$ cat src/hw/map_macros.svh
`ifndef MAP_MACROS_SVH
`define MAP_MACROS_SVH

// address widths
`define MAP_PRG_AW 19
`define MAP_CHR_AW 18
`define MAP_CPU_AW 15
`define MAP_SRAM_AW 13

// bank register widths and the page offsets below them
`define MAP_PRG_BW 6
`define MAP_CHR_BW 8
`define MAP_PRG_WIN 13
`define MAP_CHR_WIN 10

`define MAP_A12_HIST 5 // a12 samples kept for rise filter

`endif

$ cat src/hw/map_bus_pkg.sv
`default_nettype none

`include "map_macros.svh"

package map_bus_pkg;

	// cpu side as seen by the cart
	typedef struct packed {
		logic [`MAP_CPU_AW-1:0] addr;
		logic [7:0]             data;
		logic                   rw;     // high = read
		logic                   romsel; // low for $8000-$ffff
	} cpu_bus_t;

	typedef struct packed {
		logic [13:0] addr;
		logic        oe;
		logic        we;
	} ppu_bus_t;

	// everything the mapper drives towards rom, ram and ciram
	typedef struct packed {
		logic [`MAP_PRG_AW-1:0]  prg_addr;
		logic                    prg_ce;
		logic                    prg_oe;
		logic                    ram_ce;
		logic                    ram_we;
		logic [`MAP_SRAM_AW-1:0] sram_addr;
		logic [`MAP_CHR_AW-1:0]  chr_addr;
		logic                    chr_ce;
		logic                    chr_oe;
		logic                    chr_we;
		logic                    ciram_a10;
		logic                    ciram_ce;
	} mem_out_t;

endpackage

`default_nettype wire

$ cat src/hw/map_reg_pkg.sv
`default_nettype none

`include "map_macros.svh"

package map_reg_pkg;

	// one write strobe per mmc3 register plus the board 37 outer select
	typedef struct packed {
		logic       bank_sel_wr;  // $8000
		logic       bank_data_wr; // $8001
		logic       mirror_wr;    // $a000
		logic       protect_wr;   // $a001
		logic       latch_wr;     // $c000
		logic       reload_wr;    // $c001
		logic       irq_off_wr;   // $e000
		logic       irq_on_wr;    // $e001
		logic       outer_wr;     // $6000-$7fff
		logic [7:0] data;
	} reg_wr_t;

	// mapping state without the irq counter
	typedef struct packed {
		logic [1:0][`MAP_PRG_BW-1:0] prg; // r6, r7
		logic [5:0][`MAP_CHR_BW-1:0] chr; // r0..r5
		logic [2:0]                  sel;
		logic                        prg_mode;
		logic                        chr_a12;
		logic                        mirror;
		logic [1:0]                  ram_protect; // [1] enable, [0] forced write
		logic [2:0]                  outer;
	} map_regs_t;

endpackage

`default_nettype wire

$ cat src/hw/bank_translate.sv
`timescale 1ns/1ps
`default_nettype none

`include "map_macros.svh"

module bank_translate (
	input  map_bus_pkg::cpu_bus_t  cpu,
	input  map_bus_pkg::ppu_bus_t  ppu,
	input  logic                   m2,
	input  logic                   cfg_chr_ram,
	input  map_reg_pkg::map_regs_t regs,
	output map_bus_pkg::mem_out_t  mem
);

	localparam logic [`MAP_PRG_BW-1:0] prg_last = '1;
	localparam logic [`MAP_PRG_BW-1:0] prg_penult = prg_last - 1'b1;

	logic [`MAP_PRG_BW-1:0] prg_sel;
	logic [`MAP_PRG_BW-1:0] prg_bank;
	logic [`MAP_CHR_BW-1:0] chr_sel;
	logic [`MAP_CHR_BW-1:0] chr_bank;
	logic                   a12_eff;
	logic                   ram_win;

	// board 37 outer folding of an 8k prg bank
	function automatic logic [`MAP_PRG_BW-1:0] fold_prg(
		input logic [`MAP_PRG_BW-1:0] bank,
		input logic [2:0]             outer
	);
		if (outer <= 3'd2)
			fold_prg = {3'b000, bank[2:0]};
		else if (outer == 3'd3)
			fold_prg = {3'b001, bank[2:0]};
		else if (outer == 3'd7)
			fold_prg = {3'b100, bank[2:0]};
		else
			fold_prg = {2'b01, bank[3:0]}; // 128k half for 4..6
	endfunction

	always_comb begin
		case ({regs.prg_mode, cpu.addr[14:13]})
			3'b000, 3'b110: prg_sel = regs.prg[0];
			3'b001, 3'b101: prg_sel = regs.prg[1];
			3'b010, 3'b100: prg_sel = prg_penult; // swaps with r6 by mode
			default: prg_sel = prg_last;
		endcase
	end

	assign prg_bank = cpu.romsel ? '0 : fold_prg(prg_sel, regs.outer);

	// chr_a12 swaps the 2k and 1k halves
	assign a12_eff = ppu.addr[12] ^ regs.chr_a12;

	always_comb begin
		if (!a12_eff)
			chr_sel = {regs.chr[ppu.addr[11]][`MAP_CHR_BW-1:1], ppu.addr[10]};
		else
			chr_sel = regs.chr[3'd2 + {1'b0, ppu.addr[11:10]}];
	end

	assign chr_bank = regs.outer[2] ? {1'b1, chr_sel[`MAP_CHR_BW-2:0]} : chr_sel;

	assign ram_win = cpu.romsel && cpu.addr[14:13] == 2'b11;

	always_comb begin
		mem.prg_addr = {prg_bank, cpu.addr[`MAP_PRG_WIN-1:0]};
		mem.prg_ce = !cpu.romsel;
		mem.prg_oe = cpu.rw;
		mem.ram_ce = regs.ram_protect[1] && ram_win && m2;
		mem.ram_we = (mem.ram_ce && !cpu.rw) || regs.ram_protect[0];
		mem.sram_addr = cpu.addr[`MAP_SRAM_AW-1:0];
		mem.chr_addr = {chr_bank, ppu.addr[`MAP_CHR_WIN-1:0]};
		mem.ciram_ce = !ppu.addr[13];
		mem.chr_ce = mem.ciram_ce;
		mem.chr_oe = !ppu.oe;
		mem.chr_we = cfg_chr_ram && !ppu.we && !ppu.addr[13]; // chr ram boards only
		mem.ciram_a10 = regs.mirror ? ppu.addr[11] : ppu.addr[10];
	end

endmodule

`default_nettype wire

$ cat src/hw/cpu_reg_decode.sv
`timescale 1ns/1ps
`default_nettype none

module cpu_reg_decode (
	input  logic                  m2,
	input  logic                  map_rst,
	input  map_bus_pkg::cpu_bus_t cpu,
	output map_reg_pkg::reg_wr_t  wr
);

	logic [8:0] strobes;

	always_comb begin
		wr = '0;
		wr.data = cpu.data;
		if (!cpu.rw && !cpu.romsel) begin
			// a14, a13 and a0 pick the register
			case ({cpu.addr[14:13], cpu.addr[0]})
				3'd0: wr.bank_sel_wr = 1'b1;
				3'd1: wr.bank_data_wr = 1'b1;
				3'd2: wr.mirror_wr = 1'b1;
				3'd3: wr.protect_wr = 1'b1;
				3'd4: wr.latch_wr = 1'b1;
				3'd5: wr.reload_wr = 1'b1;
				3'd6: wr.irq_off_wr = 1'b1;
				3'd7: wr.irq_on_wr = 1'b1;
			endcase
		end
		if (!cpu.rw && cpu.romsel && cpu.addr[14:13] == 2'b11)
			wr.outer_wr = 1'b1; // shares the wram window
	end

	assign strobes = {
		wr.bank_sel_wr,
		wr.bank_data_wr,
		wr.mirror_wr,
		wr.protect_wr,
		wr.latch_wr,
		wr.reload_wr,
		wr.irq_off_wr,
		wr.irq_on_wr,
		wr.outer_wr
	};

	a_one_strobe: assert property (
		@(posedge m2) disable iff (map_rst) $onehot0(strobes)
	) else $error("cpu_reg_decode: several register strobes in one cycle");

endmodule

`default_nettype wire

$ cat src/hw/map_037_top.sv
`timescale 1ns/1ps
`default_nettype none

module map_037_top (
	input  logic                  m2,
	input  logic                  map_rst,
	input  logic                  cfg_chr_ram,
	input  map_bus_pkg::cpu_bus_t cpu,
	input  map_bus_pkg::ppu_bus_t ppu,
	output map_bus_pkg::mem_out_t mem,
	output logic                  irq
);

	import map_reg_pkg::*;

	reg_wr_t   wr;
	map_regs_t regs;

	cpu_reg_decode u_dec (
		.m2      (m2),
		.map_rst (map_rst),
		.cpu     (cpu),
		.wr      (wr)
	);

	mmc3_bank_regs u_regs (
		.m2      (m2),
		.map_rst (map_rst),
		.wr      (wr),
		.regs    (regs)
	);

	scanline_irq u_irq (
		.m2      (m2),
		.map_rst (map_rst),
		.ppu_a12 (ppu.addr[12]),
		.wr      (wr),
		.irq     (irq)
	);

	bank_translate u_xlat (
		.cpu         (cpu),
		.ppu         (ppu),
		.m2          (m2),
		.cfg_chr_ram (cfg_chr_ram),
		.regs        (regs),
		.mem         (mem)
	);

endmodule

`default_nettype wire

$ cat src/hw/mmc3_bank_regs.sv
`timescale 1ns/1ps
`default_nettype none

`include "map_macros.svh"

module mmc3_bank_regs (
	input  logic                   m2,
	input  logic                   map_rst,
	input  map_reg_pkg::reg_wr_t   wr,
	output map_reg_pkg::map_regs_t regs
);

	always_ff @(posedge m2) begin
		if (map_rst) begin
			regs <= '0;
		end else begin
			if (wr.bank_sel_wr) begin
				regs.sel <= wr.data[2:0];
				regs.prg_mode <= wr.data[6];
				regs.chr_a12 <= wr.data[7];
			end

			if (wr.bank_data_wr) begin
				case (regs.sel)
					// 2k banks take bit 0 from ppu a10
					3'd0, 3'd1: regs.chr[regs.sel][`MAP_CHR_BW-1:1] <= wr.data[7:1];
					3'd2, 3'd3, 3'd4, 3'd5: regs.chr[regs.sel] <= wr.data;
					3'd6, 3'd7: regs.prg[regs.sel[0]] <= wr.data[`MAP_PRG_BW-1:0];
				endcase
			end

			if (wr.mirror_wr)
				regs.mirror <= wr.data[0];

			if (wr.protect_wr)
				regs.ram_protect <= wr.data[7:6];

			if (wr.outer_wr)
				regs.outer <= wr.data[2:0]; // board 37 outer select
		end
	end

	// sel may only move on a $8000 write or a reset
	a_sel_stable: assert property (
		@(posedge m2) disable iff (map_rst)
		(!$past(wr.bank_sel_wr) && !$past(map_rst)) |-> $stable(regs.sel)
	) else $error("mmc3_bank_regs: sel changed without a bank select write");

endmodule

`default_nettype wire

$ cat src/hw/scanline_irq.sv
`timescale 1ns/1ps
`default_nettype none

`include "map_macros.svh"

module scanline_irq (
	input  logic                 m2,
	input  logic                 map_rst,
	input  logic                 ppu_a12,
	input  map_reg_pkg::reg_wr_t wr,
	output logic                 irq
);

	logic [`MAP_A12_HIST-1:0] a12_hist; // newest sample in bit 0
	logic                     a12_rise;
	logic [7:0]               irq_latch;
	logic [7:0]               irq_count;
	logic                     irq_reload;
	logic                     irq_en;
	logic                     irq_hit;

	// a rise only counts after a run of lows
	assign a12_rise = (a12_hist == `MAP_A12_HIST'(1));

	assign irq_hit = irq_en &&
		((irq_count == 8'd1 && !irq_reload) || (irq_reload && irq_latch == 8'd0));

	always_ff @(posedge m2) begin
		if (map_rst) begin
			a12_hist <= '0;
			irq_latch <= '0;
			irq_count <= '0;
			irq_reload <= 1'b0;
			irq_en <= 1'b0;
			irq <= 1'b0;
		end else begin
			a12_hist <= {a12_hist[`MAP_A12_HIST-2:0], ppu_a12};

			if (a12_rise) begin
				if (irq_reload || irq_count == 8'd0) begin
					irq_count <= irq_latch;
					irq_reload <= 1'b0;
				end else begin
					irq_count <= irq_count - 8'd1;
				end
				if (irq_hit)
					irq <= 1'b1;
			end

			if (wr.latch_wr)
				irq_latch <= wr.data;
			if (wr.reload_wr)
				irq_reload <= 1'b1; // picked up at next counted rise

			if (wr.irq_off_wr) begin
				irq_en <= 1'b0;
				irq <= 1'b0; // ack
			end
			if (wr.irq_on_wr)
				irq_en <= 1'b1;
		end
	end

	a_irq_needs_en: assert property (
		@(posedge m2) disable iff (map_rst) $rose(irq) |-> $past(irq_en)
	) else $error("scanline_irq: irq rose while disabled");

endmodule

`default_nettype wire

$ cat config.mk
export PLATFORM = sky130hd
export DESIGN_NAME = map_037_top
export DESIGN_NICKNAME = d
export VERILOG_FILES = /design/src/hw/map_bus_pkg.sv /design/src/hw/map_reg_pkg.sv /design/src/hw/bank_translate.sv /design/src/hw/cpu_reg_decode.sv /design/src/hw/map_037_top.sv /design/src/hw/mmc3_bank_regs.sv /design/src/hw/scanline_irq.sv
export VERILOG_INCLUDE_DIRS = /design/src /design/src/hw
export SDC_FILE = /design/constraint.sdc
export NUM_CORES = 1
export LEC_CHECK = 0
export BUFFER_PORTS_ARGS = -buffer_cell sky130_fd_sc_hd__buf_2
export CELL_PAD_IN_SITES_DETAIL_PLACEMENT = 1
export CELL_PAD_IN_SITES_GLOBAL_PLACEMENT = 2
export CORE_MARGIN = 4
export CORE_UTILIZATION = 33
export CTS_CLUSTER_SIZE = 40
export DETAILED_ROUTE_END_ITERATION = 8
export MAX_ROUTING_LAYER = met4
export PLACE_DENSITY_LB_ADDON = 0.1
export SLEW_MARGIN = 20
export SYNTH_ARGS = -nofsm -noshare
export SYNTH_HDL_FRONTEND = slang
export SYNTH_HIERARCHICAL = 1
export SYNTH_SLANG_ARGS = --single-unit
$ cat constraint.sdc
create_clock -name m2 -period 2.2 [get_ports m2]
set_input_delay 0.11 -clock m2 [delete_from_list [all_inputs] [get_ports m2]]
set_output_delay 0.11 -clock m2 [all_outputs]
set_load 0.05 [all_outputs]
After elaboration in Yosys (flattened, before gate mapping)
Index checks and enable logic that the tools add are counted.
- register bits: 95
- bits in latches: 0
- memory bits (writable): 0
- bits in read-only memories: 0
- bits of input ports: 44
- output and inout port bits: 60
- logic and storage cells: 135
- memories: 0
- add/sub/neg operators: 2
- multipliers: 0
- divide/modulo/power cells: 0
- $lt $le $gt $ge: 7
- equality and inequality tests: 24
- shift-type cells: 0
- multiplexer cells: 38
- bitwise logic cells: 1
- reductions and logical operators: 43
- operators with widths (operator ; count):
    $bwmux 48 ; 2
    $pmux 48 s2 ; 1
    $mux 8 ; 9
    $demux 8 s3 ; 2
    $eq 3x3->1 const B ; 12
    $mux 6 ; 5
    $bmux 8 s3 ; 1
    $eq 3x2->1 const B ; 6
    $logic_not 8->1 ; 2
    $mux 1 ; 15
    $logic_and 1x1->1 ; 14
    $bwmux 12 ; 1
    $pmux 4 s3 ; 1
    $reduce_or 2->1 ; 6
    $eq 3x1->1 const B ; 3
    $logic_not 3->1 ; 3
    $eq 8x1->1 const B ; 1
    $lt 3x4->1 const B ; 2
    $reduce_and 2->1 ; 4
    $reduce_bool 2->1 ; 4
    $sub 8x1->8 const B ; 1
    $demux 6 s1 ; 1
    $logic_not 1->1 ; 6
    $eq 5x1->1 const B ; 1
    10 further kinds ; 12

Depth between registers and ports, before layout
Gate-level depths: netlist of the first run.
- depth in word-level cells: 7
- gate-level depth with buffers: 7
- gate-level depth less buffers: 6

Modules after synthesis
Netlist of the first run, hierarchy kept.
- modules (own cells, without submodules) (module ; times used ; cells each ; area an instance (um^2)):
    mmc3_bank_regs ; 1 ; 285 ; 2720.1
    scanline_irq ; 1 ; 126 ; 1147.4
    bank_translate ; 1 ; 105 ; 828.3
    cpu_reg_decode ; 1 ; 23 ; 158.9

==> results of run 1 <==
stage by stage:
step / instance area (um^2) / hold WS [ns]
6_report: 5140 / 0.0182
5_1_grt: 5140 / 0.0294
4_1_cts: 5140 / 0.0180
3_5_place_dp: 4640 / 0.220
3_3_place_gp: 4640 / 0.220
2_1_floorplan: 4640 / 0.182
timing repair:
item,CTS,global route
endpoints found under the hold margin,7,0
endpoints found under the setup margin,2,0
gates resized for setup,4,0
hold buffers,3,0
cell usage in the layout, fill, tap and decap left out, types with 3 or more instances in the layout:
master                           n
sky130_fd_sc_hd__a21oi_1        33
sky130_fd_sc_hd__a31oi_1         7
sky130_fd_sc_hd__and3_1          3
sky130_fd_sc_hd__and4b_1         3
sky130_fd_sc_hd__and4bb_1        3
sky130_fd_sc_hd__buf_2          46
sky130_fd_sc_hd__buf_4           9
sky130_fd_sc_hd__clkbuf_16      15
sky130_fd_sc_hd__dfxtp_1        89
sky130_fd_sc_hd__dlygate4sd3_1   3
sky130_fd_sc_hd__ha_1            7
sky130_fd_sc_hd__inv_1          14
sky130_fd_sc_hd__mux2i_1        59
sky130_fd_sc_hd__mux4_1          6
sky130_fd_sc_hd__nand2_1        57
sky130_fd_sc_hd__nand2b_1        6
sky130_fd_sc_hd__nand3_1         7
sky130_fd_sc_hd__nand4b_1        4
sky130_fd_sc_hd__nor2_1         60
sky130_fd_sc_hd__nor2b_1         5
sky130_fd_sc_hd__nor3_1         10
sky130_fd_sc_hd__nor4_1          4
sky130_fd_sc_hd__o211ai_1        3
sky130_fd_sc_hd__o21ai_0        12
sky130_fd_sc_hd__o21ai_1         3
sky130_fd_sc_hd__or3_1           4
per-layer routing:
layer	vias to the layer above	global-route usage, %
met4	0	8.20
met5	-	-
met2	61	27.0
met3	23	4.84
met1	1719	20.7
li1	1728	-
area by class of cell:
type / instances / area share, %
Clock buffer: 19 / 7.89
Inverter: 15 / 1.10
Tap cell: 180 / 4.38
Multi-Input combinational cell: 333 / 44.3
Timing Repair Buffer: 57 / 6.53
Clock inverter: 5 / 1.10
Sequential cell: 89 / 34.7
how the worst max path moves through the flow:
| stage | slack, ns | start | endpoint |
|---|---|---|---|
| floorplan | 0.26 | u_regs/regs[6] | mem[19] |
| global placement | 0.38 | cpu[24] | register |
| detailed placement | 0.32 | cpu[24] | register |
| CTS | 0.12 | m2 | mem[36] |
| global route | 0.09 | m2 | mem[36] |
| finish | 0.14 | m2 | mem[36] |
where the power goes:
group / total (mW) / internal, mW / switching [mW]
Sequential: 1.70 / 1.65 / 0.0491
Combinational: 0.794 / 0.310 / 0.485
Clock: 1.95 / 1.22 / 0.728
Total: 4.44 / 3.18 / 1.26
worst reg2reg max path, delay by kind of cell (launching register included):
kind / cells / cell delay [ns]
flip-flops: 1 / 0.35
AND/OR/NAND/NOR: 1 / 0.37
buffers and inverters: 2 / 0.30
adder cells (fa/ha/maj): 1 / 0.22
AO/OA/AOI/OAI: 3 / 0.47
==> reports/qor.csv, run 1 <==
stage,metric,value,unit
clock_network,clock_latency_on_the_worst_skew_pair,0.45,ns
placed_design,place.gp.congestion,0.778,
routing,top_signal_layer_used,met4,
setup_path,timing.critical_path.arrival,1.95,ns
routing,m1WireLength,5.92,mm
sta,report.final.setup_viol,0,
floorplanning,placementRows,43,
cells_and_area,multi_input_gate_area,2280,um^2
logic_synthesis,total_standard_cell_area_after_synthesis,4640,um^2
sta,worst_max_slew_margin_expressed_relative_to_the_limit,46.9,%
routing,routed_via_density,5.06,
setup_path,worst-endpoint-required,2.09,ns
routing,met3RoutedLength,464,um
floorplanning,die_h,127,um
sta,final_max_slew_viol_count,0,
routing,metal2_wl,6.15,mm
setup_path,worstPathCellList,clkbuf_16 > clkbuf_16 > clkbuf_16 > nand2_8 > clkbuf_16 > o31ai_1 > buf_4,
logic_synthesis,avgSynthCellArea,8.95,um^2
cells_and_area,stdcell_count,698,
routing,detailedRoute.firstPassIterationCount,4,
setup_path,worst-path-max-fanout,2,
setup_path,critical_path.most_common_cell,sky130_fd_sc_hd__clkbuf_16,
floorplanning,dieArea,16000,um^2
routing,drc,0,
setup_path,startpoint_of_the_most_critical_register_to_register_path,u_irq/irq_count[0],
floorplanning,starting_density_of_the_core,33.6,%
grt,pin_count_of_the_biggest_net_entering_global_routing,47,
floorplanning,core_area,13800,um^2
placed_design,placement.setup.worst_slack,0.316,ns
cells_and_area,layout.area.seq,1780,um^2
clock_network,cts_tree,done,
sta,skew,0.00685,ns
logic_synthesis,synth.yosys.warnings,6,
placed_design,placedCellCount,673,
cells_and_area,nNetsFinal,564,
routing,detail-route-antenna-nets,0,
power,powerDensity,864,nW/um^2
power,leakage_power_total,2.00,nW
cells_and_area,antenna_cells,0,
routing,vias,3531,
floorplanning,fp.dieW,127,um
worst_hold_path,hp-start,cpu[8],
clock_network,cts.clk_slew.worst_paths,0.07,ns
setup_path,r2r-end,u_irq/irq_count[1],
setup_path,crit_type,clock port to primary output,
sta,grt_setup_unrepaired,no,
cells_and_area,final.fill_count,1609,
grt,grt.overflow.total,0,
placed_design,hpwlAfterDp,8.81,mm
logic_synthesis,synthesis.nets,570,
cells_and_area,syn_to_final_growth,10.6,%
routing,wirelength,12.8,mm
power,irDropWorstVdd,608,uV
grt,track_usage,17.3,%
grt,grt_antenna_before_repair,0,
setup_path,critical-path-top-delay-family,buffers and inverters,
run,cap_violations,0,
setup_path,rrSetupSlack,0.38,ns
outcome,run_status,completed,
logic_synthesis,post_synth_inst_count,519,
power,power,4.44,mW
setup_path,type_of_origin_of_the_critical_path,clock port,
setup_path,timing.critical_path.slowest_stage_cell,sky130_fd_sc_hd__buf_4,
setup_path,critical_path.max_stage_delay,0.19,ns
grt,first_global_vias,3744,
clock_network,cts_setup_buffers,0,
setup_path,critical_path_cell_count,7,
setup_path,worst-r2r-cell-count,7,
routing,route.detailed.wl_per_inst,18.4,um
grt,wire_length_of_the_first_global_routing_pass,20.7,mm
floorplanning,design.portCount,104,
setup_path,timing.critical_path.buf_inv,5,
worst_hold_path,hp-class,input pin to register,
sta,totalNegativeSetupSlack,0,ns
cells_and_area,final_core_utilization,37.2,%
worst_hold_path,holdPathStages,3,
sta,final.setup.worst_slack,0.141,ns
setup_path,critPathCaptureType,primary output,
cells_and_area,drive_above_1_share,17.8,%
placed_design,i_o_buffers,47,
routing,drt_first_iter_violations,161,
sta,final_hold_viol_count,0,
sta,worst-slew-pin-transition,0.789,ns
Note: power is estimated with default switching activity, not from simulation.
==> run 2, diff against run 1 <==
--- a/config.mk
+++ b/config.mk
@@ -13,8 +13,10 @@
 export CORE_UTILIZATION = 33
 export CTS_CLUSTER_SIZE = 40
 export DETAILED_ROUTE_END_ITERATION = 8
+export GPL_TIMING_DRIVEN = 1
 export MAX_ROUTING_LAYER = met4
-export PLACE_DENSITY_LB_ADDON = 0.1
+export PLACE_DENSITY_LB_ADDON = 0.08
+export SKIP_CTS_REPAIR_TIMING = 1
 export SLEW_MARGIN = 20
 export SYNTH_ARGS = -nofsm -noshare
 export SYNTH_HDL_FRONTEND = slang
==> reports/qor.csv, run 2 (synthesis results as in run 1) <==
stage,metric,value,unit
sta,worst-slew-pin-transition,0.644,ns
routing,met3RoutedLength,513,um
setup_path,critical_path.most_common_cell,sky130_fd_sc_hd__clkbuf_16,
cells_and_area,stdcell_count,703,
setup_path,critPathCaptureType,primary output,
sta,grt_setup_unrepaired,no,
routing,detail-route-antenna-nets,0,
cells_and_area,final.fill_count,1622,
routing,m1WireLength,6.11,mm
grt,grt_antenna_before_repair,0,
power,irDropWorstVdd,352,uV
grt,wire_length_of_the_first_global_routing_pass,20.6,mm
placed_design,i_o_buffers,47,
clock_network,cts.clk_slew.worst_paths,0.06,ns
cells_and_area,mostFrequentLayoutCells,"sky130_fd_sc_hd__dfxtp_1 (89), sky130_fd_sc_hd__nor2_1 (60), sky130_fd_sc_hd__mux2i_1 (59)",
cells_and_area,antenna_cells,0,
grt,first_global_vias,3771,
floorplanning,die_h,127,um
worst_hold_path,hp-class,input pin to register,
sta,final_hold_viol_count,2,
sta,report.final.setup_viol,0,
setup_path,type_of_origin_of_the_critical_path,clock port,
outcome,run_status,"finished, violations left",
floorplanning,dieArea,16000,um^2
cells_and_area,layout.area.seq,1780,um^2
routing,wirelength,13.0,mm
floorplanning,fp.dieW,127,um
placed_design,place.gp.congestion,0.807,
sta,worst_max_slew_margin_expressed_relative_to_the_limit,57.1,%
grt,grt.overflow.total,0,
setup_path,timing.critical_path.slowest_stage_cell,sky130_fd_sc_hd__buf_6,
setup_path,worstPathCellList,clkbuf_16 > clkbuf_16 > clkbuf_16 > clkbuf_16 > nand2_8 > clkbuf_16 > o31ai_4 > buf_6,
sta,final_max_slew_viol_count,0,
power,leakage_power_total,2.02,nW
floorplanning,design.portCount,104,
routing,routed_via_density,5.08,
cells_and_area,multi_input_gate_area,2290,um^2
floorplanning,placementRows,43,
cells_and_area,most_common_library_cell_in_the_layout_ignoring_fill_and_taps,sky130_fd_sc_hd__dfxtp_1,
setup_path,critical-path-top-delay-family,buffers and inverters,
power,powerDensity,866,nW/um^2
placed_design,placement.setup.worst_slack,0.418,ns
placed_design,hpwlAfterDp,8.65,mm
cells_and_area,syn_to_final_growth,11.6,%
grt,track_usage,17.4,%
routing,vias,3570,
routing,drt_first_iter_violations,149,
floorplanning,core_area,13800,um^2
setup_path,timing.critical_path.arrival,2.06,ns
routing,route.detailed.wl_per_inst,18.4,um
cells_and_area,nNetsFinal,569,
grt,pin_count_of_the_biggest_net_entering_global_routing,36,
routing,drc,0,
routing,top_signal_layer_used,met4,
setup_path,worst-endpoint-required,2.09,ns
placed_design,dpl_cell_area,4680,um^2
floorplanning,starting_density_of_the_core,33.6,%
power,power,4.49,mW
setup_path,timing.critical_path.buf_inv,6,
clock_network,cts_tree,done,
setup_path,critical_path.max_stage_delay,0.16,ns
setup_path,crit_type,clock port to primary output,
outcome,violations,negative hold slack,
cells_and_area,drive_above_1_share,18.5,%
run,cap_violations,0,
sta,fin_worst_hold_slack,-0.00646,ns
clock_network,clock_latency_on_the_worst_skew_pair,0.45,ns
setup_path,worst-path-max-fanout,2,
placed_design,placedCellCount,678,
cells_and_area,layout.cell_area.non_filler,5180,um^2
sta,skew,0.00348,ns
routing,metal2_wl,5.97,mm
routing,detailedRoute.firstPassIterationCount,4,
sta,final.setup.worst_slack,0.0298,ns
## run 2: worst min-delay path, delay by kind of cell
| family | cells | cell delay [ns] |
|---|---|---|
| buffers and inverters | 1 | 0.16 |
| AND/OR/NAND/NOR | 1 | 0.07 |
| AO/OA/AOI/OAI | 1 | 0.05 |
## run 2: final cells by class
type / count / area share [%]
clock buffers: 22 / 8.64
clock inverters: 3 / 0.338
inverters: 15 / 1.09
multi-input cells: 333 / 44.2
flip-flops and latches: 89 / 34.4
well taps: 180 / 4.34
repair buffers: 61 / 7.00
## run 2: final timing paths
kind                      startpoint                  to  slack (ns)  cells after the start
setup reg to reg  u_irq/irq_count[0]  u_irq/irq_count[0]        0.37                      6
hold reg to reg             register            register        0.45                      2
setup / recovery                  m2             mem[36]        0.03                      8
hold / removal                cpu[7]            register      -0.006                      3
## run 2: per-stage QoR
step                utilization (%)  setup TNS, ns
finish                         37.5              0
global route                   37.5              0
CTS                            37.4         -0.613
detailed placement             33.8              0
global placement               33.8              0
floorplan                         -              0
## run 2: power breakdown
| part | leakage, nW | internal (mW) | switching, mW |
|---|---|---|---|
| logic | 1.06 | 0.351 | 0.494 |
| clock network | 0.239 | 1.18 | 0.759 |
| registers | 0.718 | 1.65 | 0.0534 |
| total | 2.02 | 3.18 | 1.31 |
## run 2: layer usage
layer  up-vias  track usage [%]
met4         0             8.77
li1       1728                -
met3        39             5.56
met5         -                -
met2        74             25.8
met1      1729             21.1
==> run 3, diff against run 2 <==
--- a/config.mk
+++ b/config.mk
@@ -6,11 +6,12 @@
 export SDC_FILE = /design/constraint.sdc
 export NUM_CORES = 1
 export LEC_CHECK = 0
+export ABC_AREA = 1
 export BUFFER_PORTS_ARGS = -buffer_cell sky130_fd_sc_hd__buf_2
 export CELL_PAD_IN_SITES_DETAIL_PLACEMENT = 1
 export CELL_PAD_IN_SITES_GLOBAL_PLACEMENT = 2
 export CORE_MARGIN = 4
-export CORE_UTILIZATION = 33
+export CORE_UTILIZATION = 30
 export CTS_CLUSTER_SIZE = 40
 export DETAILED_ROUTE_END_ITERATION = 8
 export GPL_TIMING_DRIVEN = 1
==> reports/qor.csv, run 3 <==
stage,metric,value,unit
logic_synthesis,avgSynthCellArea,6.67,um^2
clock_network,clock_latency_on_the_worst_skew_pair,0.46,ns
worst_hold_path,hp-class,input pin to register,
placed_design,i_o_buffers,47,
power,power.clock.fraction,45.6,%
logic_synthesis,synthesis.nets,760,
floorplanning,design.portCount,104,
routing,wirelength,14.7,mm
setup_path,worst-endpoint-required,2.09,ns
cells_and_area,mostFrequentLayoutCells,"sky130_fd_sc_hd__nor2_1 (148), sky130_fd_sc_hd__nand2_1 (122), sky130_fd_sc_hd__dfxtp_1 (89)",
routing,detailedRoute.firstPassIterationCount,4,
placed_design,dpl_cell_area,4760,um^2
clock_network,cts.clk_slew.worst_paths,0.07,ns
grt,grt.overflow.total,0,
power,netSwitchingFraction,29.4,%
cells_and_area,most_common_library_cell_in_the_layout_ignoring_fill_and_taps,sky130_fd_sc_hd__nor2_1,
grt,grt_antenna_before_repair,0,
power,leakage_power_total,2.30,nW
setup_path,critical_path.max_stage_delay,0.15,ns
logic_synthesis,total_standard_cell_area_after_synthesis,4730,um^2
floorplanning,starting_density_of_the_core,30.9,%
setup_path,critPathCaptureType,primary output,
routing,routed_via_density,4.62,
run,cap_violations,0,
setup_path,timing.critical_path.slowest_stage_cell,sky130_fd_sc_hd__buf_6,
grt,first_global_vias,4486,
cells_and_area,final_core_utilization,34.3,%
floorplanning,die_h,134,um
routing,detail-route-antenna-nets,0,
power,net-switching-power,1.21,mW
grt,track_usage,18.0,%
floorplanning,fp.dieW,134,um
setup_path,worst-path-max-fanout,2,
placed_design,place.gp.congestion,0.795,
sta,worst_max_slew_margin_expressed_relative_to_the_limit,56.7,%
power,powerDensity,785,nW/um^2
setup_path,timing.critical_path.arrival,1.94,ns
sta,final_max_slew_viol_count,0,
setup_path,type_of_origin_of_the_critical_path,clock port,
routing,drt_first_iter_violations,169,
power,power.share.sequential,40.5,%
power,power_report.internal_total,2.91,mW
cells_and_area,syn_to_final_growth,11.1,%
setup_path,worstPathCellList,clkbuf_16 > clkbuf_16 > clkbuf_16 > nand3_4 > clkbuf_16 > o31ai_4 > buf_6,
logic_synthesis,synth.yosys.warnings,6,
sta,grt_setup_unrepaired,no,
grt,wire_length_of_the_first_global_routing_pass,23.9,mm
sta,skew,0.00632,ns
setup_path,critical_path.most_common_cell,sky130_fd_sc_hd__clkbuf_16,
floorplanning,placementRows,45,
power,irDropWorstVdd,337,uV
power,power_frac_comb,14.0,%
outcome,run_status,completed,
cells_and_area,antenna_cells,0,
clock_network,cts_tree,done,
sta,final_hold_viol_count,0,
floorplanning,core_area,15300,um^2
sta,worst-slew-pin-transition,0.645,ns
sta,final.setup.worst_slack,0.147,ns
placed_design,hpwlAfterDp,10.5,mm
cells_and_area,drive_above_1_share,13.7,%
cells_and_area,nNetsFinal,761,
logic_synthesis,post_synth_inst_count,709,
floorplanning,dieArea,17800,um^2
cells_and_area,layout.cell_area.non_filler,5260,um^2
placed_design,placement.setup.worst_slack,0.442,ns
grt,pin_count_of_the_biggest_net_entering_global_routing,45,
setup_path,crit_type,clock port to primary output,
routing,vias,4283,
sta,report.final.setup_viol,0,
routing,route.detailed.wl_per_inst,15.9,um
routing,drc,0,
[run 3: changes by cell type in the layout (fill, tap and decap cells not counted), moves of 7 or more]
cell,previous run,this run
sky130_fd_sc_hd__inv_1,14,78
sky130_fd_sc_hd__nor3_1,10,3
sky130_fd_sc_hd__mux2i_1,59,0
sky130_fd_sc_hd__o21ai_0,12,78
sky130_fd_sc_hd__nand2_1,57,122
sky130_fd_sc_hd__nand3_1,7,36
sky130_fd_sc_hd__a31oi_1,7,0
sky130_fd_sc_hd__buf_4,13,3
sky130_fd_sc_hd__nor2_1,60,148
[run 3: per-stage QoR]
stage / setup TNS, ns / total power [mW] / hold slack [ns] / cells
final: 0 / 4.13 / 0.0408 / 927
after global routing: 0 / 4.37 / 0.0423 / 927
after CTS: -0.639 / 4.38 / -0.0846 / 928
after detailed placement: 0 / 2.29 / 0.221 / 902
after global placement: 0 / 2.28 / 0.221 / 902
after floorplan: 0 / 2.30 / 0.179 / 709
[run 3: worst max-delay path, delay by kind of cell]
kind / cells / cell delay [ns]
compound gates: 1 / 0.05
buf+inv: 5 / 0.69
simple gates: 1 / 0.10
[run 3: layer usage]
metal  track usage (%)  up-vias  wire length [um]
li1                  -     2174                 -
met1              21.5     1989              6780
met2              28.2       83              6960
met3              5.21       37               677
met4              7.77        0               297
met5                 -        -                 0
[run 3: power groups by stage]
stage / sequential [mW] / clock [mW] / combinational [mW]
after global routing: 1.67 / 2.05 / 0.652
after global placement: 1.70 / 0.00301 / 0.573
after floorplan: 1.70 / 0.00258 / 0.602
after detailed placement: 1.71 / 0.00301 / 0.580
after CTS: 1.67 / 2.13 / 0.582
final: 1.67 / 1.88 / 0.576
[run 3: worst paths after layout]
| check | from | to | slack [ns] | cells past startpoint |
|---|---|---|---|---|
| worst min-delay path | map_rst | u_irq/a12_hist[1] | 0.04 | 2 |
| worst max-delay path | m2 | mem[36] | 0.15 | 7 |
| worst min register to register | u_irq/a12_hist[2] | u_irq/a12_hist[3] | 0.43 | 2 |
| worst max register to register | u_regs/regs[9] | register | 0.72 | 7 |
[run 3: cell type report]
| type | count | area (um^2) |
|---|---|---|
| fillers | 1967 | 10100 |
| repair buffers | 50 | 268 |
| multi-input cells | 464 | 2150 |
| flip-flops and latches | 89 | 1780 |
| inverters | 88 | 335 |
| well taps | 211 | 264 |
| clock buffers | 19 | 415 |
| clock inverters | 6 | 41.3 |
